## src/wsg_pkg.sv

```systemverilog
package wsg_pkg;

	// eight voices are served in turn, one per step tick
	localparam int num_voices = 8;

	typedef logic [2:0]  voice_t;
	typedef logic [19:0] freq_t;	// frequency increment and phase accumulator width
	typedef logic [3:0]  vol_t;
	typedef logic [2:0]  wave_sel_t;	// picks one of eight 32-sample waveforms
	typedef logic [3:0]  sample_t;	// one ROM nibble

	// register offsets inside a voice's block of eight addresses
	localparam logic [2:0] reg_vol      = 3'd3;
	localparam logic [2:0] reg_freq_lo  = 3'd4;
	localparam logic [2:0] reg_freq_mid = 3'd5;
	localparam logic [2:0] reg_freq_hi  = 3'd6;

	// a write byte is a plain frequency byte for the low and middle
	// frequency registers, and a control byte for volume and the top nibble
	typedef union packed {
		logic [7:0] freq_byte;
		struct packed {
			logic       spare;	// bit 7 is not stored
			wave_sel_t  wave_sel;
			logic [3:0] nibble;	// high frequency nibble or volume
		} ctrl;
	} wsg_reg_data_u;

endpackage
```

## src/wsg_voice_if.sv

```systemverilog
`timescale 1ns/1ns

interface wsg_voice_if;
	import wsg_pkg::*;

	voice_t    index;	// the voice being fetched, owned by the sequencer

	// settings of that voice, looked up by the register file
	freq_t     freq;
	vol_t      vol;
	wave_sel_t wave_sel;

	modport regs (
		input  index,
		output freq,
		output vol,
		output wave_sel
	);

	modport seq (
		output index
	);

	modport accum (
		input index,
		input freq,
		input wave_sel
	);

endinterface

```

## src/wsg_top.sv

```systemverilog
`timescale 1ns/1ns

module wsg_top #(
	parameter int step_div_log2   = 7,
	parameter int sample_div_log2 = 10	// must be step_div_log2 + 3
) (
	input  logic       MCLK,
	input  logic       reset,
	input  logic [5:0] addr,
	input  logic [7:0] data,
	input  logic       we,
	input  logic       snd_enable,
	output logic       wave_clk,
	output logic [7:0] wave_ad,
	input  logic [3:0] wave_dt,
	output logic [7:0] sout
);
	import wsg_pkg::*;

	logic write_en;
	logic step_tick;
	logic sample_tick;
	logic fetch;
	logic round_start;
	logic voice_active;

	// settings of the voice currently being stepped
	wsg_voice_if voice_bus ();

	wsg_clock_div #(
		.step_div_log2   (step_div_log2),
		.sample_div_log2 (sample_div_log2)
	) clock_div_i (
		.MCLK        (MCLK),
		.reset       (reset),
		.write_en    (write_en),
		.step_tick   (step_tick),
		.sample_tick (sample_tick),
		.wave_clk    (wave_clk)
	);

	wsg_channel_regs channel_regs_i (
		.MCLK     (MCLK),
		.reset    (reset),
		.write_en (write_en),
		.addr     (addr),
		.data     (wsg_reg_data_u'(data)),
		.we       (we),
		.voice    (voice_bus.regs)
	);

	wsg_voice_sequencer voice_sequencer_i (
		.MCLK        (MCLK),
		.reset       (reset),
		.step_tick   (step_tick),
		.voice       (voice_bus.seq),
		.round_start (round_start),
		.fetch       (fetch)
	);

	wsg_phase_accum phase_accum_i (
		.MCLK         (MCLK),
		.reset        (reset),
		.fetch        (fetch),
		.voice        (voice_bus.accum),
		.wave_ad      (wave_ad),
		.voice_active (voice_active)
	);

	// the mixer takes the volume straight off the bus and latches it itself
	wsg_mixer mixer_i (
		.MCLK         (MCLK),
		.reset        (reset),
		.step_tick    (step_tick),
		.sample_tick  (sample_tick),
		.round_start  (round_start),
		.voice_active (voice_active),
		.vol          (voice_bus.vol),
		.wave_dt      (wave_dt),
		.snd_enable   (snd_enable),
		.sout         (sout)
	);

endmodule

```

## src/wsg_mixer.sv

```systemverilog
`timescale 1ns/1ns

module wsg_mixer (
	input  logic             MCLK,
	input  logic             reset,
	input  logic             step_tick,
	input  logic             sample_tick,
	input  logic             round_start,
	input  logic             voice_active,
	input  wsg_pkg::vol_t    vol,
	input  wsg_pkg::sample_t wave_dt,
	input  logic             snd_enable,
	output logic [7:0]       sout
);
	import wsg_pkg::*;

	vol_t       vol_q;	// volume of the voice whose sample is on wave_dt
	logic [7:0] product;
	logic [7:0] contrib;
	logic [7:0] run_sum;
	logic [7:0] round_total;
	logic [6:0] mix_sat;

	assign product = wave_dt * vol_q;
	assign contrib = voice_active ? {4'h0, product[7:4]} : 8'h00;	// keep the top nibble

	// clamp to 7 bits once the round total reaches 128
	assign mix_sat = round_total[6:0] | {7{round_total[7]}};

	always_ff @(posedge MCLK) begin
		if (reset) begin
			vol_q       <= '0;
			run_sum     <= '0;
			round_total <= '0;
			sout        <= '0;
		end else begin
			if (step_tick) begin
				// the voice fetched now is the one mixed on the next tick
				vol_q <= vol;
				if (round_start) begin
					round_total <= run_sum;
					run_sum     <= contrib;	// voice 0 opens the new round
				end else begin
					run_sum <= run_sum + contrib;
				end
			end
			if (sample_tick) begin
				sout <= snd_enable ? {mix_sat, 1'b0} : 8'h00;
			end
		end
	end

endmodule

```

## src/wsg_phase_accum.sv

```systemverilog
`timescale 1ns/1ns

module wsg_phase_accum (
	input  logic        MCLK,
	input  logic        reset,
	input  logic        fetch,
	wsg_voice_if.accum  voice,
	output logic [7:0]  wave_ad,
	output logic        voice_active
);
	import wsg_pkg::*;

	freq_t acc [num_voices];
	freq_t acc_cur;

	assign acc_cur = acc[voice.index];

	always_ff @(posedge MCLK) begin
		if (reset) begin
			for (int i = 0; i < num_voices; i++) begin
				acc[i] <= '0;
			end
			wave_ad      <= '0;
			voice_active <= 1'b0;
		end else if (fetch) begin
			acc[voice.index] <= acc_cur + voice.freq;	// wraps freely at 20 bits

			// the address takes the phase from before this step
			wave_ad      <= {voice.wave_sel, acc_cur[19:15]};

			// a silent voice keeps stepping its address but adds no sound
			voice_active <= (voice.freq != '0);
		end
	end

endmodule

```

## src/wsg_voice_sequencer.sv

```systemverilog
`timescale 1ns/1ns

module wsg_voice_sequencer (
	input  logic     MCLK,
	input  logic     reset,
	input  logic     step_tick,
	wsg_voice_if.seq voice,
	output logic     round_start,
	output logic     fetch
);
	import wsg_pkg::*;

	// idle until the first tick, fetch while an address has just gone out,
	// settle while the ROM data is held for the mixer
	localparam logic [1:0] st_idle   = 2'd0;
	localparam logic [1:0] st_fetch  = 2'd1;
	localparam logic [1:0] st_settle = 2'd2;

	logic [1:0] state;
	logic [1:0] state_next;
	voice_t     mix_voice;	// voice whose sample is on wave_dt

	always_comb begin
		state_next = state;
		case (state)
			st_idle: begin
				if (step_tick) begin
					state_next = st_fetch;
				end
			end
			st_fetch: begin
				state_next = step_tick ? st_fetch : st_settle;	// back-to-back ticks stay here
			end
			st_settle: begin
				if (step_tick) begin
					state_next = st_fetch;
				end
			end
			default: state_next = st_idle;
		endcase
	end

	always_ff @(posedge MCLK) begin
		if (reset) begin
			state       <= st_idle;
			voice.index <= '0;
			mix_voice   <= '0;
		end else begin
			state <= state_next;
			if (step_tick) begin
				mix_voice   <= voice.index;	// fetched now, mixed on the next tick
				voice.index <= voice_t'(voice.index + 1'b1);
			end
		end
	end

	// every tick is an accumulator step
	assign fetch = step_tick;

	// no address has gone out while idle, so there is nothing to mix yet
	assign round_start = step_tick && (state != st_idle) && (mix_voice == '0);

endmodule

```

## src/wsg_channel_regs.sv

```systemverilog
`timescale 1ns/1ns

module wsg_channel_regs (
	input  logic                   MCLK,
	input  logic                   reset,
	input  logic                   write_en,
	input  logic [5:0]             addr,
	input  wsg_pkg::wsg_reg_data_u data,
	input  logic                   we,
	wsg_voice_if.regs              voice
);
	import wsg_pkg::*;

	logic [7:0] freq_lo  [num_voices];
	logic [7:0] freq_mid [num_voices];
	logic [3:0] freq_hi  [num_voices];
	vol_t       vol      [num_voices];
	wave_sel_t  wave_sel [num_voices];

	voice_t     wr_voice;
	logic [2:0] wr_reg;

	assign wr_voice = addr[5:3];	// each voice owns eight addresses
	assign wr_reg   = addr[2:0];

	always_ff @(posedge MCLK) begin
		if (reset) begin
			for (int i = 0; i < num_voices; i++) begin
				freq_lo[i]  <= '0;
				freq_mid[i] <= '0;
				freq_hi[i]  <= '0;
				vol[i]      <= '0;
				wave_sel[i] <= '0;
			end
		end else if (write_en && we) begin
			case (wr_reg)
				reg_vol:      vol[wr_voice]      <= data.ctrl.nibble;
				reg_freq_lo:  freq_lo[wr_voice]  <= data.freq_byte;
				reg_freq_mid: freq_mid[wr_voice] <= data.freq_byte;
				reg_freq_hi: begin
					// the waveform select shares the byte with the top nibble
					freq_hi[wr_voice]  <= data.ctrl.nibble;
					wave_sel[wr_voice] <= data.ctrl.wave_sel;
				end
				default: ;	// offsets 0 to 2 and 7 hold nothing
			endcase
		end
	end

	// settings of the voice the sequencer points at
	assign voice.freq     = {freq_hi[voice.index], freq_mid[voice.index], freq_lo[voice.index]};
	assign voice.vol      = vol[voice.index];
	assign voice.wave_sel = wave_sel[voice.index];

endmodule

```

## src/wsg_clock_div.sv

```systemverilog
`timescale 1ns/1ns

module wsg_clock_div #(
	parameter int step_div_log2   = 7,
	parameter int sample_div_log2 = 10
) (
	input  logic MCLK,
	input  logic reset,
	output logic write_en,
	output logic step_tick,
	output logic sample_tick,
	output logic wave_clk
);

	// one extra bit above the sample period gives a full cycle of the counter
	localparam int cnt_w = sample_div_log2 + 1;

	logic [cnt_w-1:0] cnt;

	always_ff @(posedge MCLK) begin
		if (reset) begin
			cnt <= '0;
		end else begin
			cnt <= cnt + 1'b1;
		end
	end

	assign write_en    = cnt[0];	// every odd count
	assign step_tick   = &cnt[step_div_log2-1:0];	// once per voice slot
	assign sample_tick = &cnt[sample_div_log2-1:0];	// once per round of eight

	// toggles at half the step rate, the ROM side can use it as a strobe
	assign wave_clk    = cnt[step_div_log2];

endmodule

```

## config.mk

```make
export PLATFORM = sky130hd
export DESIGN_NAME = wsg_top
export DESIGN_NICKNAME = d
export VERILOG_FILES = /design/src/wsg_pkg.sv /design/src/wsg_voice_if.sv /design/src/wsg_top.sv /design/src/wsg_mixer.sv /design/src/wsg_phase_accum.sv /design/src/wsg_voice_sequencer.sv /design/src/wsg_channel_regs.sv /design/src/wsg_clock_div.sv
export SDC_FILE = /design/constraint.sdc
export NUM_CORES = 1
export LEC_CHECK = 0
export BUFFER_PORTS_ARGS = -buffer_cell sky130_fd_sc_hd__buf_2
export CAP_MARGIN = 20
export CORE_UTILIZATION = 35
export DETAILED_ROUTE_END_ITERATION = 10
export PLACE_DENSITY_LB_ADDON = 0.15
export SLEW_MARGIN = 0
export SYNTH_ARGS = -nofsm -noshare
export SYNTH_HDL_FRONTEND = slang
export SYNTH_SLANG_ARGS = --single-unit
export TNS_END_PERCENT = 50
```

## constraint.sdc

```tcl
create_clock -name MCLK -period 9 [get_ports MCLK]
set_input_delay 0.45 -clock MCLK [delete_from_list [all_inputs] [get_ports MCLK]]
set_output_delay 0.45 -clock MCLK [all_outputs]
set_load 0.02 [all_outputs]
```

==> results.ini <==
[critical_path]
arrival_ns = 5.16
reg2reg_to = phase_accum_i.acc[6][18]
required_ns = 9.31
path_class = flip-flop to flip-flop
r2r_setup_slack_ns = 4.15
reg2reg_depth = 12
critPathCaptureType = flip-flop
start_kind = flip-flop
crit_fanout = 65

[route]
routedWlPerCell_um = 22.1
via_count = 12100
drt_wl_total_um = 52100
firstDrtPassIters = 5
vias_per_cell = 5.11
drt_iter0_markers = 804
ant_nets = 0
drcViolationCount = 0

[clocking]
cts.hold.buffers_added = 0
clkTransAtPathRegs_ns = 0.06
post_cts_buffers = 0
cts_tree = yes
h-tree-depth = 2
cts_sinks = 433
worst_skew_pair.late_latency_ns = 0.60
cts.path.max_buffers = 3
cts_resized = 0
cts_root_buffer = clkbuf_16
cts_made_buffers = 48

[sta]
fmax_mhz = 206
setup_viol = 0
slew_headroom_pct = 33.3
drv_slew = 0
rsz0062_at_grt = no
clock_skew_ns = 0.0236
min_period_ns = 4.85
hold_viol = 0
worst_pin_slew_ns = 1.00
setup_tns_ns = 0
fin_crit_sh_pct = 53.9

[cells_and_area]
fill_cells = 5452
num-nets-final = 1623
drive_gt1_share_pct = 18.2
finalNonFillerCells = 2361
syn2layout_area_growth_pct = 11.5

[floorplan]
die_h_um = 245
coreArea_um2 = 58000
row_count = 88
die_area_um2 = 60000
dieWidth_um = 245
io-pin-count = 39
initial_utilization_pct = 35.6

[global_routing]
antenna_found_initial = 0
grt_remaining_overflow = 0
grt_max_degree = 66
track_usage_pct = 17.8
grt_pass1_wl_um = 79500
grt_pass1_vias = 12500

[power]
leakage_nw = 8.22
peakVddDrop_mv = 0.123
p_per_area_nw_per_um2 = 191

[worst_hold_path]
min-delay-start = snd_enable
min_to = mixer_i.sout[5]
min_path_type = primary input to flip-flop
hold_depth = 3

[outcome]
status = complete, no violations

[synth]
netlist_area_um2 = 20600
synth_area_per_cell_um2 = 13.3
synth.top_cells.by_area = edfxtp_1 55%, mux4_2 8.7%, and2_1 7.0%
postSynthRegisterBits = 433
synth_edf_count = 376
synth_top_area_cell = edfxtp_1
ys_warn_count = 0
seq_area_frac_synth_pct = 60.2
synthArstFlopShare_pct = 0
synth_cell_type_count = 58
synth_flop_cell = edfxtp_1
synth_nets = 1612
syn_inst = 1550
synth_top_area_share_pct = 54.7

[placed_design]
hpwl_um = 32900
port_buffers = 37
dp_cells = 2276
gp_congestion = 0.802

[flow_run]
cap_violations = 0

==> Yosys cell counts (13+ instances only) <==
master	instances
edfxtp_1	376
dfxtp_1	57
xnor2_1	13
buf_2	14
nand2b_1	14
xor2_1	21
a21oi_1	52
nor2_1	247
inv_1	18
nor3_1	20
nand3_1	17
ha_1	35
mux2i_1	15
mux4_1	13
or2_2	34
o21ai_0	17
mux4_2	80
mux2_2	35
clkbuf_1	65
nand2_1	59
a211oi_1	16
and2_1	230
==> metrics by stage <==
| step | utilization (%) | area [um^2] | total power, mW | setup WS (ns) | hold WS (ns) |
|---|---|---|---|---|---|
| finish | 39.7 | 23000 | 4.39 | 4.15 | 0.223 |
| CTS | 39.7 | 23000 | 4.44 | 4.04 | 0.180 |
| global placement | 37.0 | 21500 | 2.49 | 4.15 | 0.440 |
| global route | 39.7 | 23000 | 4.54 | 3.67 | 0.217 |
| detailed placement | 37.0 | 21500 | 2.50 | 4.07 | 0.447 |
| floorplan | - | 20600 | 2.41 | 5.01 | 0.425 |
==> critical path, cell delays in order (launching register included) <==
cell      delay, ns
dfxtp_4        0.60
buf_4          0.81
mux4_2         0.60
nor2b_1        0.15
a31o_2         0.28
ha_1           0.37
a21o_1         0.18
a21o_1         0.18
o21bai_1       0.20
o21ai_0        0.19
a31oi_1        0.30
xor2_1         0.52
nor2_1         0.09
==> sequential cells by signal, summed over array words and instances, names as in the netlist, named ones only <==
name,flops
channel_regs_i.freq_mid,64
channel_regs_i.vol,32
voice_sequencer_i.mix_voice,3
phase_accum_i.acc,160
mixer_i.run_sum,8
voice_sequencer_i.state,2
clock_div_i.cnt,10
mixer_i.round_total,8
channel_regs_i.freq_hi,32
phase_accum_i.wave_ad,8
mixer_i.sout,7
channel_regs_i.wave_sel,24
phase_accum_i.voice_active,1
mixer_i.vol_q,4
voice_sequencer_i.voice.index,3
channel_regs_i.freq_lo,64
==> worst max-delay path by stage <==
stage	to	startpoint	slack, ns	cells past startpoint
after CTS	phase_accum_i.acc[6][18]	flip-flop	4.04	11
after global routing	phase_accum_i.acc[7][13]	flip-flop	3.67	12
final	phase_accum_i.acc[6][18]	flip-flop	4.15	12
after floorplan	phase_accum_i.acc[0][13]	flip-flop	5.01	14
after global placement	phase_accum_i.acc[4][12]	flip-flop	4.15	11
after detailed placement	phase_accum_i.acc[4][18]	flip-flop	4.07	11
==> cell usage in the layout (no fill, tap or decap), drive strengths merged, types with 34 or more instances in the layout <==
cell type,count
dfxtp,57
or2,34
buf,56
ha,35
and2,230
nor2,247
nand2,59
mux2,35
edfxtp,376
clkbuf,62
mux4,93
a21oi,52
==> cell type report <==
type	count	area [um^2]	area share, %
Clock buffer	62	1310	5.67
Timing Repair Buffer	56	330	1.44
Antenna cell	1	2.50	0.0109
Tap cell	765	957	4.16
Clock inverter	22	210	0.913
Multi-Input combinational cell	1004	7700	33.4
Inverter	18	67.6	0.294
Sequential cell	433	12400	54.1
==> cells by family (layout without fill, tap and decap cells) <==
group	Yosys count	after routing	share of synthesized area [%]
simple gates	663	663	16.4
flops	433	433	60.2
mux	143	143	13.0
compound gates	122	122	3.67
buf+inv	113	158	2.59
fa+ha+maj	40	40	2.61
xor+xnor	35	35	1.52
other cells	1	2	0.0182
==> metal layers <==
layer	part of all wire [%]	track usage, %
met1	46	24.4
met3	3.8	2.64
met4	2.2	5.18
met5	0	0
met2	48	29.1
==> power breakdown <==
| group | internal, mW | switching (mW) |
|---|---|---|
| registers | 2.23 | 0.0193 |
| clock network | 1.13 | 0.806 |
| logic | 0.0595 | 0.141 |
(Power assumes the default switching activity.)
